$ cat config.mk
export PLATFORM = sky130hd
export DESIGN_NAME = periph_top
export DESIGN_NICKNAME = d
export VERILOG_FILES = /design/src/common/periph_pkg.sv /design/src/verilog/reg_decode.sv /design/src/timer/timer_unit.sv /design/src/plic/plic_gateway.sv /design/src/plic/plic_regs.sv /design/src/plic/plic_target.sv /design/src/verilog/periph_top.sv
export SDC_FILE = /design/constraint.sdc
export NUM_CORES = 1
export LEC_CHECK = 0
export ABC_AREA = 1
export BUFFER_PORTS_ARGS = -buffer_cell sky130_fd_sc_hd__buf_2
export CAP_MARGIN = 20
export CORE_MARGIN = 10
export CORE_UTILIZATION = 40
export DETAILED_ROUTE_END_ITERATION = 6
export GPL_ROUTABILITY_DRIVEN = 1
export GPL_TIMING_DRIVEN = 0
export PLACE_DENSITY = 0.57
export SYNTH_ARGS = -nofsm -noshare
export SYNTH_HDL_FRONTEND = slang
export SYNTH_SLANG_ARGS = --single-unit
$ cat constraint.sdc
create_clock -name clk_i -period 6.4 [get_ports clk_i]
set_clock_uncertainty 0.05 [all_clocks]
set_input_delay 0.96 -clock clk_i [delete_from_list [all_inputs] [get_ports clk_i]]
set_output_delay 0.96 -clock clk_i [all_outputs]
set_load 0.02 [all_outputs]
$ cat src/common/periph_pkg.sv
// Peripheral subsystem package
// Bus widths, interrupt controller sizing and the register map shared
// by the decoder, the timer block and the PLIC

package periph_pkg;

    // Register bus
    typedef logic [15:0] reg_addr_t;
    typedef logic [31:0] reg_data_t;

    // ------------------------------------------------------------------------
    // Interrupt controller sizing
    // ------------------------------------------------------------------------
    localparam int NumSources  = 4;  // IDs 1..4, ID 0 is no interrupt
    localparam int NumTargets  = 2;
    localparam int MaxPriority = 7;
    localparam int TimerCnt    = 2;

    typedef logic [$clog2(NumSources+1)-1:0]  src_id_t;
    typedef logic [$clog2(MaxPriority+1)-1:0] prio_t;
    typedef logic [NumSources-1:0]            src_vec_t;  // bit 0 is source 1

    // ------------------------------------------------------------------------
    // Register map
    // ------------------------------------------------------------------------
    localparam logic [3:0] RegionPlic  = 4'h0;  // addr[15:12]
    localparam logic [3:0] RegionTimer = 4'h1;

    localparam logic [11:0] PlicPrioBase   = 12'h000;  // + 4 * source
    localparam logic [11:0] PlicPendingOff = 12'h080;
    localparam logic [11:0] PlicEnableBase = 12'h100;  // + 4 * target
    localparam logic [11:0] PlicTargetBase = 12'h200;  // + 8 * target, claim at +4

    // Timer n at n * stride: counter, compare, control, status
    localparam logic [11:0] TimerStride = 12'h010;

endpackage

$ cat src/verilog/reg_decode.sv
// Register bus decoder
// Picks the block from address bits 15:12, muxes its answer and
// returns a registered response one cycle after the request

`timescale 1ns/1ps

module reg_decode import periph_pkg::*; (
    input  logic        clk_i,
    input  logic        rst_n_i,
    input  logic        req_valid_i,
    input  logic        req_write_i,
    input  reg_addr_t   req_addr_i,
    input  reg_data_t   req_wdata_i,
    output logic        plic_sel_o,
    output logic        timer_sel_o,
    output logic [11:0] offset_o,
    output logic        write_o,
    output reg_data_t   wdata_o,
    input  reg_data_t   plic_rdata_i,
    input  logic        plic_err_i,
    input  reg_data_t   timer_rdata_i,
    input  logic        timer_err_i,
    output logic        rsp_valid_o,
    output reg_data_t   rsp_rdata_o,
    output logic        rsp_err_o
);

    logic [3:0] region;
    reg_data_t  blk_rdata;
    logic       blk_err;

    assign region      = req_addr_i[15:12];
    assign plic_sel_o  = req_valid_i && (region == RegionPlic);
    assign timer_sel_o = req_valid_i && (region == RegionTimer);
    assign offset_o    = req_addr_i[11:0];
    assign write_o     = req_write_i;
    assign wdata_o     = req_wdata_i;

    always_comb begin
        case (region)
            RegionPlic: begin
                blk_rdata = plic_rdata_i;
                blk_err   = plic_err_i;
            end
            RegionTimer: begin
                blk_rdata = timer_rdata_i;
                blk_err   = timer_err_i;
            end
            default: begin       // Nothing lives here
                blk_rdata = '0;
                blk_err   = 1'b1;
            end
        endcase
    end

    always_ff @(posedge clk_i or negedge rst_n_i) begin
        if (!rst_n_i) begin
            rsp_valid_o <= 1'b0;
            rsp_err_o   <= 1'b0;
            rsp_rdata_o <= '0;
        end else begin
            rsp_valid_o <= req_valid_i;
            rsp_err_o   <= req_valid_i && blk_err;
            if (req_valid_i) begin
                rsp_rdata_o <= blk_err ? '0 : blk_rdata;
            end
        end
    end

    // One response per request, always in the next cycle
    assert property (@(posedge clk_i) disable iff (!rst_n_i)
        rsp_valid_o == $past(req_valid_i));

endmodule

$ cat src/timer/timer_unit.sv
// Timer block
// Free-running counters with compare match, enable and a sticky
// interrupt flag per timer; the counter wraps to 0 on a match

`timescale 1ns/1ps

module timer_unit import periph_pkg::*; #(
    parameter int TimerCnt = periph_pkg::TimerCnt
) (
    input  logic                clk_i,
    input  logic                rst_n_i,
    input  logic                sel_i,
    input  logic [11:0]         offset_i,
    input  logic                write_i,
    input  reg_data_t           wdata_i,
    output reg_data_t           rdata_o,
    output logic                err_o,
    output logic [TimerCnt-1:0] irq_o
);

    reg_data_t           cnt_q [TimerCnt];
    reg_data_t           cmp_q [TimerCnt];
    logic [TimerCnt-1:0] en_q;
    logic [TimerCnt-1:0] flag_q;

    logic [TimerCnt-1:0] cnt_we, cmp_we, ctrl_we, clr;
    logic [TimerCnt-1:0] match;
    logic                hit;

    // ------------------------------------------------------------------------
    // Register access
    // ------------------------------------------------------------------------
    always_comb begin
        logic [11:0] base;
        rdata_o = '0;
        hit     = 1'b0;
        cnt_we  = '0;
        cmp_we  = '0;
        ctrl_we = '0;
        clr     = '0;
        for (int i = 0; i < TimerCnt; i++) begin
            base = TimerStride * 12'(i);
            if (offset_i == base) begin
                hit       = 1'b1;
                rdata_o   = cnt_q[i];
                cnt_we[i] = sel_i && write_i;
            end
            if (offset_i == base + 12'h4) begin
                hit       = 1'b1;
                rdata_o   = cmp_q[i];
                cmp_we[i] = sel_i && write_i;
            end
            if (offset_i == base + 12'h8) begin
                hit        = 1'b1;
                rdata_o    = reg_data_t'(en_q[i]);
                ctrl_we[i] = sel_i && write_i;
            end
            if (offset_i == base + 12'hC) begin
                hit     = 1'b1;
                rdata_o = reg_data_t'(flag_q[i]);
                clr[i]  = sel_i && write_i && wdata_i[0];  // Write 1 to clear
            end
        end
    end

    assign err_o = sel_i && !hit;

    always_comb begin
        for (int i = 0; i < TimerCnt; i++) begin
            match[i] = en_q[i] && (cnt_q[i] == cmp_q[i]);
        end
    end

    // ------------------------------------------------------------------------
    // Counters and flags
    // ------------------------------------------------------------------------
    always_ff @(posedge clk_i or negedge rst_n_i) begin
        if (!rst_n_i) begin
            for (int i = 0; i < TimerCnt; i++) begin
                cnt_q[i] <= '0;
                cmp_q[i] <= '0;
            end
            en_q   <= '0;
            flag_q <= '0;
        end else begin
            for (int i = 0; i < TimerCnt; i++) begin
                if (cnt_we[i]) cnt_q[i] <= wdata_i;
                else if (match[i]) cnt_q[i] <= '0;
                else if (en_q[i]) cnt_q[i] <= cnt_q[i] + 1'b1;
                if (cmp_we[i]) cmp_q[i] <= wdata_i;
                if (ctrl_we[i]) en_q[i] <= wdata_i[0];
                if (match[i]) flag_q[i] <= 1'b1;  // Match wins over clear
                else if (clr[i]) flag_q[i] <= 1'b0;
            end
        end
    end

    assign irq_o = flag_q;

    for (genvar i = 0; i < TimerCnt; i++) begin : gen_flag_chk
        assert property (@(posedge clk_i) disable iff (!rst_n_i)
            $rose(flag_q[i]) |-> $past(en_q[i]));
    end

endmodule

$ cat src/plic/plic_gateway.sv
// PLIC gateways
// One per source; a high level on an idle source becomes pending,
// a claim moves it to in service and a complete frees it again

`timescale 1ns/1ps

module plic_gateway import periph_pkg::*; #(
    parameter int NumSources = periph_pkg::NumSources,
    parameter int NumTargets = periph_pkg::NumTargets
) (
    input  logic                     clk_i,
    input  logic                     rst_n_i,
    input  src_vec_t                 src_i,
    input  logic    [NumTargets-1:0] claim_i,
    input  src_id_t [NumTargets-1:0] claim_id_i,
    input  logic    [NumTargets-1:0] complete_i,
    input  src_id_t [NumTargets-1:0] complete_id_i,
    output src_vec_t                 pending_o
);

    src_vec_t pending_q, active_q;
    src_vec_t claim_hit, comp_hit;

    // Match the claim and complete IDs of all targets against each source
    always_comb begin
        claim_hit = '0;
        comp_hit  = '0;
        for (int i = 0; i < NumSources; i++) begin
            for (int t = 0; t < NumTargets; t++) begin
                if (claim_i[t] && claim_id_i[t] == src_id_t'(i + 1)) claim_hit[i] = 1'b1;
                if (complete_i[t] && complete_id_i[t] == src_id_t'(i + 1)) comp_hit[i] = 1'b1;
            end
        end
    end

    always_ff @(posedge clk_i or negedge rst_n_i) begin
        if (!rst_n_i) begin
            pending_q <= '0;
            active_q  <= '0;
        end else begin
            pending_q <= (pending_q & ~claim_hit) | (src_i & ~pending_q & ~active_q);
            active_q  <= (active_q & ~comp_hit) | (pending_q & claim_hit);
        end
    end

    assign pending_o = pending_q;

    assert property (@(posedge clk_i) disable iff (!rst_n_i)
        (pending_q & active_q) == '0);

endmodule

$ cat src/plic/plic_regs.sv
// PLIC configuration registers
// Source priorities, per-target enables and thresholds, the pending
// vector and the claim/complete registers

`timescale 1ns/1ps

module plic_regs import periph_pkg::*; #(
    parameter int NumSources = periph_pkg::NumSources,
    parameter int NumTargets = periph_pkg::NumTargets
) (
    input  logic                      clk_i,
    input  logic                      rst_n_i,
    input  logic                      sel_i,
    input  logic [11:0]               offset_i,
    input  logic                      write_i,
    input  reg_data_t                 wdata_i,
    output reg_data_t                 rdata_o,
    output logic                      err_o,
    input  src_vec_t                  pending_i,
    input  src_id_t  [NumTargets-1:0] max_id_i,
    output prio_t    [NumSources-1:0] prio_o,
    output src_vec_t [NumTargets-1:0] enable_o,
    output prio_t    [NumTargets-1:0] threshold_o,
    output logic     [NumTargets-1:0] claim_o,
    output src_id_t  [NumTargets-1:0] claim_id_o,
    output logic     [NumTargets-1:0] complete_o,
    output src_id_t  [NumTargets-1:0] complete_id_o
);

    prio_t    [NumSources-1:0] prio_q;
    src_vec_t [NumTargets-1:0] enable_q;
    prio_t    [NumTargets-1:0] threshold_q;

    logic [NumSources-1:0] prio_we;
    logic [NumTargets-1:0] en_we, thr_we;
    logic                  hit;

    // ------------------------------------------------------------------------
    // Address decode and read mux
    // ------------------------------------------------------------------------
    always_comb begin
        rdata_o    = '0;
        hit        = 1'b0;
        prio_we    = '0;
        en_we      = '0;
        thr_we     = '0;
        claim_o    = '0;
        complete_o = '0;
        if (offset_i == PlicPendingOff) begin  // Read only
            hit     = 1'b1;
            rdata_o = reg_data_t'(pending_i);
        end
        for (int i = 0; i < NumSources; i++) begin
            if (offset_i == PlicPrioBase + 12'(4 * (i + 1))) begin
                hit        = 1'b1;
                rdata_o    = reg_data_t'(prio_q[i]);
                prio_we[i] = sel_i && write_i;
            end
        end
        for (int t = 0; t < NumTargets; t++) begin
            if (offset_i == PlicEnableBase + 12'(4 * t)) begin
                hit      = 1'b1;
                rdata_o  = reg_data_t'(enable_q[t]);
                en_we[t] = sel_i && write_i;
            end
            if (offset_i == PlicTargetBase + 12'(8 * t)) begin
                hit       = 1'b1;
                rdata_o   = reg_data_t'(threshold_q[t]);
                thr_we[t] = sel_i && write_i;
            end
            // Read claims, write completes
            if (offset_i == PlicTargetBase + 12'(8 * t + 4)) begin
                hit           = 1'b1;
                rdata_o       = reg_data_t'(max_id_i[t]);
                claim_o[t]    = sel_i && !write_i && (max_id_i[t] != '0);
                complete_o[t] = sel_i && write_i;
            end
        end
    end

    assign err_o         = sel_i && !hit;
    assign claim_id_o    = max_id_i;
    assign complete_id_o = {NumTargets{wdata_i[$bits(src_id_t)-1:0]}};

    // ------------------------------------------------------------------------
    // Configuration storage
    // ------------------------------------------------------------------------
    always_ff @(posedge clk_i or negedge rst_n_i) begin
        if (!rst_n_i) begin
            prio_q      <= '0;
            enable_q    <= '0;
            threshold_q <= '0;
        end else begin
            for (int i = 0; i < NumSources; i++) begin
                if (prio_we[i]) prio_q[i] <= wdata_i[$bits(prio_t)-1:0];
            end
            for (int t = 0; t < NumTargets; t++) begin
                if (en_we[t]) enable_q[t] <= wdata_i[NumSources-1:0];
                if (thr_we[t]) threshold_q[t] <= wdata_i[$bits(prio_t)-1:0];
            end
        end
    end

    assign prio_o      = prio_q;
    assign enable_o    = enable_q;
    assign threshold_o = threshold_q;

endmodule

$ cat src/plic/plic_target.sv
// PLIC target arbitration
// Finds the highest-priority pending and enabled source per target,
// lowest ID on a tie, gates it with the threshold and registers the
// external interrupt line

`timescale 1ns/1ps

module plic_target import periph_pkg::*; #(
    parameter int NumSources = periph_pkg::NumSources,
    parameter int NumTargets = periph_pkg::NumTargets
) (
    input  logic                      clk_i,
    input  logic                      rst_n_i,
    input  src_vec_t                  pending_i,
    input  prio_t    [NumSources-1:0] prio_i,
    input  src_vec_t [NumTargets-1:0] enable_i,
    input  prio_t    [NumTargets-1:0] threshold_i,
    output src_id_t  [NumTargets-1:0] max_id_o,
    output logic     [NumTargets-1:0] irq_o
);

    always_comb begin
        prio_t   best_prio;
        src_id_t best_id;
        for (int t = 0; t < NumTargets; t++) begin
            best_prio = '0;
            best_id   = '0;
            for (int i = 0; i < NumSources; i++) begin
                // Strict compare keeps the lower ID on a tie
                if (pending_i[i] && enable_i[t][i] && prio_i[i] > best_prio) begin
                    best_prio = prio_i[i];
                    best_id   = src_id_t'(i + 1);
                end
            end
            max_id_o[t] = (best_prio > threshold_i[t]) ? best_id : '0;
        end
    end

    always_ff @(posedge clk_i or negedge rst_n_i) begin
        if (!rst_n_i) begin
            irq_o <= '0;
        end else begin
            for (int t = 0; t < NumTargets; t++) begin
                irq_o[t] <= (max_id_o[t] != '0);
            end
        end
    end

    for (genvar t = 0; t < NumTargets; t++) begin : gen_irq_chk
        assert property (@(posedge clk_i) disable iff (!rst_n_i)
            irq_o[t] |-> $past(max_id_o[t]) != '0);
    end

endmodule

$ cat src/verilog/periph_top.sv
// Peripheral subsystem top level
// Register decoder, two timers and a two-target PLIC with level sources
// Sources 1..2 are the external lines, 3..4 the timer interrupts

`timescale 1ns/1ps

module periph_top import periph_pkg::*; #(
    parameter int NumSources = periph_pkg::NumSources,
    parameter int NumTargets = periph_pkg::NumTargets,
    parameter int TimerCnt   = periph_pkg::TimerCnt
) (
    input  logic                  clk_i,
    input  logic                  rst_n_i,
    input  logic                  req_valid_i,
    input  logic                  req_write_i,
    input  reg_addr_t             req_addr_i,
    input  reg_data_t             req_wdata_i,
    output logic                  rsp_valid_o,
    output reg_data_t             rsp_rdata_o,
    output logic                  rsp_err_o,
    input  logic [1:0]            ext_irq_i,
    output logic [NumTargets-1:0] irq_o
);

    // Register bus towards the blocks
    logic        plic_sel;
    logic        timer_sel;
    logic [11:0] offset;
    logic        write;
    reg_data_t   wdata;
    reg_data_t   plic_rdata;
    logic        plic_err;
    reg_data_t   timer_rdata;
    logic        timer_err;

    // Interrupt path
    logic [TimerCnt-1:0]             timer_irq;
    src_vec_t                        pending;
    prio_t   [NumSources-1:0]        prio;
    src_vec_t [NumTargets-1:0]       enable;
    prio_t   [NumTargets-1:0]        threshold;
    src_id_t [NumTargets-1:0]        max_id;
    logic    [NumTargets-1:0]        claim;
    src_id_t [NumTargets-1:0]        claim_id;
    logic    [NumTargets-1:0]        complete;
    src_id_t [NumTargets-1:0]        complete_id;

    // ------------------------------------------------------------------------
    // Bus decode
    // ------------------------------------------------------------------------
    reg_decode i_reg_decode (
        .clk_i         ( clk_i       ),
        .rst_n_i       ( rst_n_i     ),
        .req_valid_i   ( req_valid_i ),
        .req_write_i   ( req_write_i ),
        .req_addr_i    ( req_addr_i  ),
        .req_wdata_i   ( req_wdata_i ),
        .plic_sel_o    ( plic_sel    ),
        .timer_sel_o   ( timer_sel   ),
        .offset_o      ( offset      ),
        .write_o       ( write       ),
        .wdata_o       ( wdata       ),
        .plic_rdata_i  ( plic_rdata  ),
        .plic_err_i    ( plic_err    ),
        .timer_rdata_i ( timer_rdata ),
        .timer_err_i   ( timer_err   ),
        .rsp_valid_o   ( rsp_valid_o ),
        .rsp_rdata_o   ( rsp_rdata_o ),
        .rsp_err_o     ( rsp_err_o   )
    );

    timer_unit #(
        .TimerCnt ( TimerCnt )
    ) i_timer (
        .clk_i    ( clk_i       ),
        .rst_n_i  ( rst_n_i     ),
        .sel_i    ( timer_sel   ),
        .offset_i ( offset      ),
        .write_i  ( write       ),
        .wdata_i  ( wdata       ),
        .rdata_o  ( timer_rdata ),
        .err_o    ( timer_err   ),
        .irq_o    ( timer_irq   )
    );

    // ------------------------------------------------------------------------
    // PLIC
    // ------------------------------------------------------------------------
    plic_gateway #(
        .NumSources ( NumSources ),
        .NumTargets ( NumTargets )
    ) i_plic_gateway (
        .clk_i         ( clk_i                  ),
        .rst_n_i       ( rst_n_i                ),
        .src_i         ( {timer_irq, ext_irq_i} ),
        .claim_i       ( claim                  ),
        .claim_id_i    ( claim_id               ),
        .complete_i    ( complete               ),
        .complete_id_i ( complete_id            ),
        .pending_o     ( pending                )
    );

    plic_regs #(
        .NumSources ( NumSources ),
        .NumTargets ( NumTargets )
    ) i_plic_regs (
        .clk_i         ( clk_i       ),
        .rst_n_i       ( rst_n_i     ),
        .sel_i         ( plic_sel    ),
        .offset_i      ( offset      ),
        .write_i       ( write       ),
        .wdata_i       ( wdata       ),
        .rdata_o       ( plic_rdata  ),
        .err_o         ( plic_err    ),
        .pending_i     ( pending     ),
        .max_id_i      ( max_id      ),
        .prio_o        ( prio        ),
        .enable_o      ( enable      ),
        .threshold_o   ( threshold   ),
        .claim_o       ( claim       ),
        .claim_id_o    ( claim_id    ),
        .complete_o    ( complete    ),
        .complete_id_o ( complete_id )
    );

    plic_target #(
        .NumSources ( NumSources ),
        .NumTargets ( NumTargets )
    ) i_plic_target (
        .clk_i       ( clk_i     ),
        .rst_n_i     ( rst_n_i   ),
        .pending_i   ( pending   ),
        .prio_i      ( prio      ),
        .enable_i    ( enable    ),
        .threshold_i ( threshold ),
        .max_id_o    ( max_id    ),
        .irq_o       ( irq_o     )
    );

endmodule

==> PnR_summary.wiki, run 1 <==
{| class="wikitable"
! Metric !! Value
|-
| Outcome || finished clean
|-
| Horiz. Die Dim || 200 um
|-
| Die Height || 200 um
|-
| I/O pin count || 90
|-
| Count of vias placed by the detailed router || 13173
|-
| Final weighted congestion in routability-driven placement || 0.983
|-
| Synthesized instance count || 1816
|-
| Achievable Freq || 167 MHz
|-
| Number of iterations in the first detailed-routing pass || 5
|-
| Number of global-route vias before repair || 12484
|-
| Tot GR Track Use || 0.249
|-
| Post-route standard cell area excluding fillers || 14900 um2
|-
| Number of buffers inserted by hold repair at cts || 0
|-
| Final min period || 5.99 ns
|-
| Worst Setup Start Kind || flop
|-
| Sequential element share of the synthesized area || 0.388
|-
| Worst-case headroom to the max-slew limit || 0.409
|-
| Effective utilization at floorplan || 0.409
|-
| Multiplexer fraction of the synthesized cell area || 0
|-
| Adder-cell area share of the yosys netlist || 0.0250
|-
| Number of cell rows || 65
|-
| Synth unique cells || 52
|-
| Synthesized-area fraction occupied by ao, oa, aoi and oai cells || 0.161
|-
| Highest ir drop seen on vdd || 0.177 mV
|-
| Level count of the clock H-tree || 1
|-
| Top cell type's share of synthesized area || 0.388
|-
| Layout cell share with drive strength beyond 1 || 0.115
|-
| Synth Area in XOR/XNOR || 0.0384
|-
| Largest net degree at the start of global routing || 116
|-
| Max-cap violation count || 0
|-
| Synth Warn # || 0
|-
| Power per unit of standard cell area || 189 nW/um2
|-
| Post-synthesis instance area || 13000 um2
|-
| Cell types with the largest area share after synthesis || sky130_fd_sc_hd__dfrtp_1 39%, sky130_fd_sc_hd__nand2_1 14%, sky130_fd_sc_hd__o21ai_0 7.8%
|-
| Mapped Nets || 1896
|-
| Min-delay worst type || in -> async
|-
| First-pass GRT wire length || 78100 um
|-
| Net switching power of the design || 0.681 mW
|-
| Via density per instance || 5.52
|-
| Leak Pwr || 7.06 nW
|-
| Req. time, crit path || 6.76 ns
|-
| Number of max-slew violations in the final report || 0
|-
| Kind of capture point of the worst setup path || flop
|-
| CP max stage delay || 0.53 ns
|-
| Core Box Area || 31800 um2
|-
| Overflow left after global routing || 0
|-
| Combinational share of power || 0.040
|-
| Critical-path maximum fanout || 7
|-
| Clock-pin slew of the registers on the worst-case setup and hold paths || 0.06 ns
|-
| Part of the cycle the worst path needs || 0.936
|-
| Post-layout nets || 2015
|-
| Root buffer selected by CTS || sky130_fd_sc_hd__clkbuf_16
|-
| Number of endpoints failing setup at the final stage || 0
|-
| DRC violations left || 0
|-
| Synthesized flop and latch total || 202
|-
| Post-DP Area || 14000 um2
|-
| Die footprint || 40100 um2
|-
| Detailed-route wire length per cell || 21.8 um
|-
| Cts bufs inserted || 25
|-
| Critical setup path kind || reg -> reg
|-
| Sequential share of power || 0.454
|-
| Switching fraction of total power || 0.241
|-
| Biggest area consumer among synthesized cells || sky130_fd_sc_hd__dfrtp_1
|-
| Synth-to-layout area growth || 14.5%
|-
| Max stage delay cell, worst path || sky130_fd_sc_hd__o21ai_0
|-
| Per-instance average area after synthesis || 7.17 um2
|-
| Clock share of power || 0.505
|-
| Setup total negative slack || 0 ns
|-
| Data arrival time at the worst-slack endpoint || 6.35 ns
|-
| Placed Cells || 2341
|-
| DP Wirelength || 40900 um
|-
| Fin. Hold Viols || 0
|-
| Antenna viol nets, final || 0
|-
| Simple logic cell fraction of the synthesized area || 0.297
|-
| Number of input and output port buffers inserted || 89
|-
| Final non-filler cell total || 2387
|-
| Initial antenna violation count || 0
|-
| Maximum buffer depth of the clock tree || 3
|-
| Crit path buffers/inverters || 4
|-
| Pint || 2.14 mW
|-
| Starting DRC count in detailed routing || 1366
|-
| Slew of the pin with the lowest slew margin || 0.880 ns
|-
| TritonCTS sink count || 202
|-
| Number of antenna cells inserted || 0
|-
| Clk_lat worst skew || 0.53 ns
|-
| Clock tree from TritonCTS || yes
|-
| Family of cells with the greatest summed delay on the critical path || compound AO/OA/AOI/OAI gates
|-
| Final-layout worst hold slack || 0.355 ns
|-
| Dominant combinational cell family by area after synthesis || simple AND/OR/NAND/NOR gates
|-
| DRT Wirelength || 52100 um
|}
==> power by group through the flow <==
stage | sequential, mW | clock (mW) | combinational [mW]
after floorplan | 1.31 | 0 | 0.0329
after global placement | 1.31 | 0 | 0.111
after detailed placement | 1.30 | 0 | 0.114
after CTS | 1.28 | 1.44 | 0.114
after global routing | 1.28 | 1.49 | 0.124
final | 1.28 | 1.43 | 0.114
==> synth_stat cells, drive strengths merged <==
| library cell | number |
|---|---|
| o221ai | 12 |
| nand4 | 55 |
| xnor2 | 6 |
| a31oi | 10 |
| a21o | 2 |
| or2 | 9 |
| nor2 | 144 |
| buf | 27 |
| o31ai | 7 |
| nor4b | 2 |
| o21bai | 4 |
| a221oi | 19 |
| o32ai | 3 |
| o22ai | 23 |
| dfrtp | 202 |
| o21a | 2 |
| clkbuf | 36 |
| clkinv | 2 |
| a21oi | 53 |
| inv | 235 |
| and2 | 4 |
| nor3b | 2 |
| o211ai | 6 |
| nor4 | 16 |
| o41ai | 7 |
| a211oi | 1 |
| ha | 26 |
| o21ai | 210 |
| a22oi | 1 |
| or3 | 1 |
| a31o | 1 |
| nand3b | 7 |
| o2111ai | 2 |
| nand3 | 105 |
| xor2 | 51 |
| a32oi | 1 |
| nor3 | 46 |
| nand2 | 476 |
==> what timing repair did <==
action,CTS,global route
pin swaps,0,1
setup endpoints to repair,8,11
gates resized for setup,5,13
setup buffers,0,2
==> registers in the layout, summed over array words and instances (netlist names) <==
name / count
i_plic_gateway.active_q: 4
i_plic_gateway.pending_o: 4
i_plic_regs.enable_o: 8
i_plic_regs.prio_o: 12
i_plic_regs.threshold_o: 6
i_plic_target.irq_o: 2
i_reg_decode.rsp_err_o: 1
i_reg_decode.rsp_rdata_o: 32
i_reg_decode.rsp_valid_o: 1
i_timer.cmp_q: 64
i_timer.cnt_q: 64
i_timer.en_q: 2
i_timer.irq_o: 2
==> layer usage <==
layer,GRT usage,vias to the layer above,part of all wire
li1,-,6317,-
met5,0,-,0
met4,0.0625,0,0.024
met1,0.375,6237,0.48
met2,0.356,550,0.41
met3,0.0469,69,0.086
==> cell type report <==
cell class | instances | area [um2]
fill | 3293 | 16900
multi-input combinational | 1314 | 6810
buffer | 63 | 293
clock buffer | 36 | 737
sequential | 202 | 5050
timing repair buffer | 92 | 498
clock inverter | 8 | 73.8
tap | 435 | 544
inverter | 237 | 890
==> cells in the final DEF (no fill, tap or decap), drive strengths merged, types with 7 or more instances in the layout <==
master,netlist,routed
nand2,476,476
nor2,144,144
nand3,105,105
o41ai,7,7
a31oi,10,10
xor2,51,51
o221ai,12,12
clkbuf,36,72
dfrtp,202,202
buf,27,119
o22ai,23,23
a21oi,53,53
o21ai,210,210
inv,235,236
a221oi,19,19
ha,26,26
nor4,16,16
nand3b,7,7
nand4,55,55
nor3,46,46
o31ai,7,7
or2,9,9
==> path summary, 6_finish.rpt <==
path | from | endpoint | slack, ns | cells after the start
max in group asynchronous | rst_n_i | i_timer.cnt_q[27] | 4.90 | 2
min reg2reg | i_reg_decode.rsp_rdata_o[13] | i_reg_decode.rsp_rdata_o[13] | 0.42 | 2
max reg2reg | i_plic_regs.prio_o[1] | i_plic_gateway.pending_o[1] | 0.41 | 29
max | i_plic_regs.prio_o[1] | i_plic_gateway.pending_o[1] | 0.41 | 29
min | rst_n_i | i_plic_regs.prio_o[4] | 0.36 | 1
min in group clk_i | i_reg_decode.rsp_rdata_o[13] | i_reg_decode.rsp_rdata_o[13] | 0.42 | 2
==> stage by stage <==
stage | utilization | setup slack (ns) | power (mW)
global route | 0.469 | -0.0294 | 2.90
finish | 0.469 | 0.408 | 2.82
detailed placement | 0.442 | -0.306 | 1.42
floorplan | - | 1.51 | 1.34
CTS | 0.467 | 0.0554 | 2.84
global placement | 0.440 | -0.235 | 1.42
==> cell families (layout without fill, tap and decap cells) <==
kind of cell	count (synthesis)	after routing
AOI/OAI and AO/OA	364	364
and+or+nand+nor	867	867
adders and majority gates	26	26
buffers and inverters	300	436
DFF	202	202
xor gates and xnor gates	57	57
Note: power is estimated with default switching activity, not from simulation.
==> run 2, diff against run 1 <==
--- a/config.mk
+++ b/config.mk
@@ -10,9 +10,9 @@
 export CAP_MARGIN = 20
 export CORE_MARGIN = 10
-export CORE_UTILIZATION = 40
+export CORE_UTILIZATION = 50
 export DETAILED_ROUTE_END_ITERATION = 6
 export GPL_ROUTABILITY_DRIVEN = 1
 export GPL_TIMING_DRIVEN = 0
-export PLACE_DENSITY = 0.57
+export PLACE_DENSITY = 0.68
 export SYNTH_ARGS = -nofsm -noshare
 export SYNTH_HDL_FRONTEND = slang
==> constraint.sdc (replaced) <==
create_clock -name clk_i -period 6.4 [get_ports clk_i]
set_clock_uncertainty 0.05 [all_clocks]
set_input_delay 0.64 -clock clk_i [delete_from_list [all_inputs] [get_ports clk_i]]
set_output_delay 0.64 -clock clk_i [all_outputs]
set_load 0.02 [all_outputs]
==> PnR_summary.wiki, run 2 (synthesis results as in run 1) <==
{| class="wikitable"
! Metric !! Value
|-
| Outcome || complete, but fails checks
|-
| Detailed-route wire length per cell || 22.0 um (+0.94%)
|-
| Setup total negative slack || 0 ns (unchanged)
|-
| TritonCTS sink count || 202 (unchanged)
|-
| Combinational share of power || 0.039 (about the same)
|-
| Final-layout worst hold slack || -0.0106 ns (-0.366 ns)
|-
| Layout cell share with drive strength beyond 1 || 0.121 (+0.00545)
|-
| Worst-case headroom to the max-slew limit || 0.408 (-0.000456)
|-
| Part of the cycle the worst path needs || 0.931 (-0.00489)
|-
| Max-cap violation count || 0 (unchanged)
|-
| DRC violations left || 0 (unchanged)
|-
| Number of global-route vias before repair || 12533 (+0.39%)
|-
| Clock tree from TritonCTS || yes
|-
| Leak Pwr || 7.11 nW (+0.71%)
|-
| Level count of the clock H-tree || 1 (unchanged)
|-
| Overflow left after global routing || 0 (unchanged)
|-
| CP max stage delay || 0.46 ns (-0.07 ns)
|-
| Min-delay worst type || in -> async
|-
| Post-layout nets || 2017 (+0.099%)
|-
| Maximum buffer depth of the clock tree || 3 (unchanged)
|-
| Antenna viol nets, final || 0 (unchanged)
|-
| Initial antenna violation count || 0 (unchanged)
|-
| DRT Wirelength || 50300 um (-3.4%)
|-
| Die Height || 181 um (-9.5%)
|-
| Number of cell rows || 58 (-11%)
|-
| Slew of the pin with the lowest slew margin || 0.888 ns (+0.00746 ns)
|-
| Number of input and output port buffers inserted || 89 (unchanged)
|-
| Via density per instance || 5.99 (+8.6%)
|-
| Data arrival time at the worst-slack endpoint || 6.33 ns (-0.02 ns)
|-
| DP Wirelength || 39900 um (-2.7%)
|-
| Starting DRC count in detailed routing || 1670 (+22%)
|-
| Tot GR Track Use || 0.294 (+0.0444)
|-
| Critical-path maximum fanout || 7 (unchanged)
|-
| Achievable Freq || 168 MHz (+0.52%)
|-
| Effective utilization at floorplan || 0.512 (+0.103)
|-
| Root buffer selected by CTS || sky130_fd_sc_hd__clkbuf_16
|-
| Violations in the final reports || hold timing
|-
| Number of max-slew violations in the final report || 0 (unchanged)
|-
| Max stage delay cell, worst path || sky130_fd_sc_hd__dfrtp_2
|-
| Count of vias placed by the detailed router || 13692 (+3.9%)
|-
| Power per unit of standard cell area || 197 nW/um2 (+4.1%)
|-
| Largest net degree at the start of global routing || 79 (-32%)
|-
| Req. time, crit path || 6.77 ns (about the same)
|-
| Kind of capture point of the worst setup path || flop
|-
| Final weighted congestion in routability-driven placement || 1.04 (+5.9%)
|-
| Cts bufs inserted || 25 (unchanged)
|-
| Clock-pin slew of the registers on the worst-case setup and hold paths || 0.06 ns (about the same)
|-
| Highest-count cells in the layout ignoring fill and taps || 467 x sky130_fd_sc_hd__nand2_1, 222 x sky130_fd_sc_hd__inv_1, 199 x sky130_fd_sc_hd__dfrtp_1, 193 x sky130_fd_sc_hd__o21ai_0, 122 x sky130_fd_sc_hd__nor2_1
|-
| Final min period || 5.96 ns (-0.0313 ns)
|-
| Leading cell type in the layout, fill and taps excluded || sky130_fd_sc_hd__nand2_1
|-
| First-pass GRT wire length || 75700 um (-3.2%)
|-
| Worst Setup Slack post-DPL || -0.465 ns (-0.159 ns)
|-
| Core Box Area || 25400 um2 (-20%)
|-
| Number of buffers inserted by hold repair at cts || 0 (unchanged)
|-
| Number of antenna cells inserted || 0 (unchanged)
|-
| Critical setup path kind || reg -> reg
|-
| Die footprint || 32900 um2 (-18%)
|-
| Worst Slack Setup Final || 0.440 ns (+0.0313 ns)
|-
| Number of iterations in the first detailed-routing pass || 5 (unchanged)
|-
| Number of endpoints failing setup at the final stage || 0 (unchanged)
|-
| Horiz. Die Dim || 181 um (-9.5%)
|-
| Sequential share of power || 0.436 (-0.018)
|-
| Net switching power of the design || 0.678 mW (-0.42%)
|-
| Worst Setup Start Kind || flop
|-
| Switching fraction of total power || 0.231 (-0.0107)
|-
| Final core utilization || 0.587 (+0.118)
|-
| Clock share of power || 0.525 (+0.020)
|-
| I/O pin count || 90 (unchanged)
|-
| Fin. Hold Viols || 4 (+4)
|-
| Synth-to-layout area growth || 14.5% (about the same)
|-
| Clk_lat worst skew || 0.53 ns (about the same)
|-
| Registers with the most flip-flops || i_timer.cmp_q x64, i_timer.cnt_q x64, i_reg_decode.rsp_rdata_o x32
|-
| Highest ir drop seen on vdd || 0.199 mV (+12%)
|-
| Pint || 2.26 mW (+5.6%)
|}
[run 2: changes by cell type in the layout (fill, tap and decap cells not counted), sizes merged]
cell    previous run  this run
inv              236       237
clkbuf            72        67
clkinv             6         7
bufinv             1         5
buf              119       121
[run 2: worst paths after layout]
path                                                  start                      endpoint  slack (ns)  depth (start not counted)
worst max-delay path                  i_plic_regs.prio_o[2]   i_plic_gateway.pending_o[1]        0.44                         30
worst min-delay path                                rst_n_i         i_plic_regs.prio_o[7]       -0.01                          1
worst max register to register        i_plic_regs.prio_o[2]   i_plic_gateway.pending_o[1]        0.44                         30
worst min register to register  i_reg_decode.rsp_rdata_o[1]   i_reg_decode.rsp_rdata_o[1]        0.42                          2
max in group asynchronous                           rst_n_i  i_reg_decode.rsp_rdata_o[25]        5.17                          3
min in group clk_i                              req_valid_i      i_reg_decode.rsp_valid_o        0.27                          1
[run 2: power by group through the flow]
stage                     logic [mW]  registers, mW  clock network (mW)
after global placement         0.107           1.31                   0
after global routing           0.124           1.28                1.60
final                          0.114           1.28                1.54
after detailed placement       0.112           1.30                   0
after CTS                      0.113           1.28                1.55
after floorplan               0.0329           1.31                   0
[run 2: routing by layer]
| layer | wire length [um] | global-route usage | vias up |
|---|---|---|---|
| li1 | - | - | 6311 |
| met1 | 22800 | 0.443 | 6567 |
| met2 | 21000 | 0.423 | 746 |
| met3 | 5460 | 0.0565 | 68 |
| met4 | 1130 | 0.0618 | 0 |
| met5 | 0 | 0 | - |
[run 2: stage by stage]
stage | cells | hold slack [ns] | total power, mW | instance area (um2)
final | 2285 | -0.0106 | 2.94 | 14900
after global routing | 2285 | 0.0196 | 3.01 | 14900
after CTS | 2282 | 0.00391 | 2.95 | 14800
after detailed placement | 2237 | 0.411 | 1.42 | 13900
after global placement | 2235 | 0.408 | 1.41 | 13900
after floorplan | 1816 | 0.294 | 1.34 | 13000
[run 2: final cells by class]
class | count | area, um2
well taps | 330 | 413
clock inverters | 14 | 211
multi-input cells | 1314 | 6830
fillers | 2473 | 10500
clock buffers | 31 | 678
flip-flops and latches | 202 | 5060
repair buffers | 94 | 533
plain buffers | 63 | 293
inverters | 237 | 890
[run 2: worst max-delay path, delay by kind of cell (launching register included)]
| kind | cells | cell delay, ns |
|---|---|---|
| simple gates | 11 | 1.70 |
| flops | 1 | 0.46 |
| buf+inv | 4 | 0.43 |
| fa+ha+maj | 4 | 1.20 |
| compound gates | 11 | 2.00 |
[run 2: repair_timing]
action | CTS | global route
buffers inserted | 0 | 3
setup endpoints to repair | 10 | 12
pin swaps | 0 | 4
gates resized for setup | 7 | 22
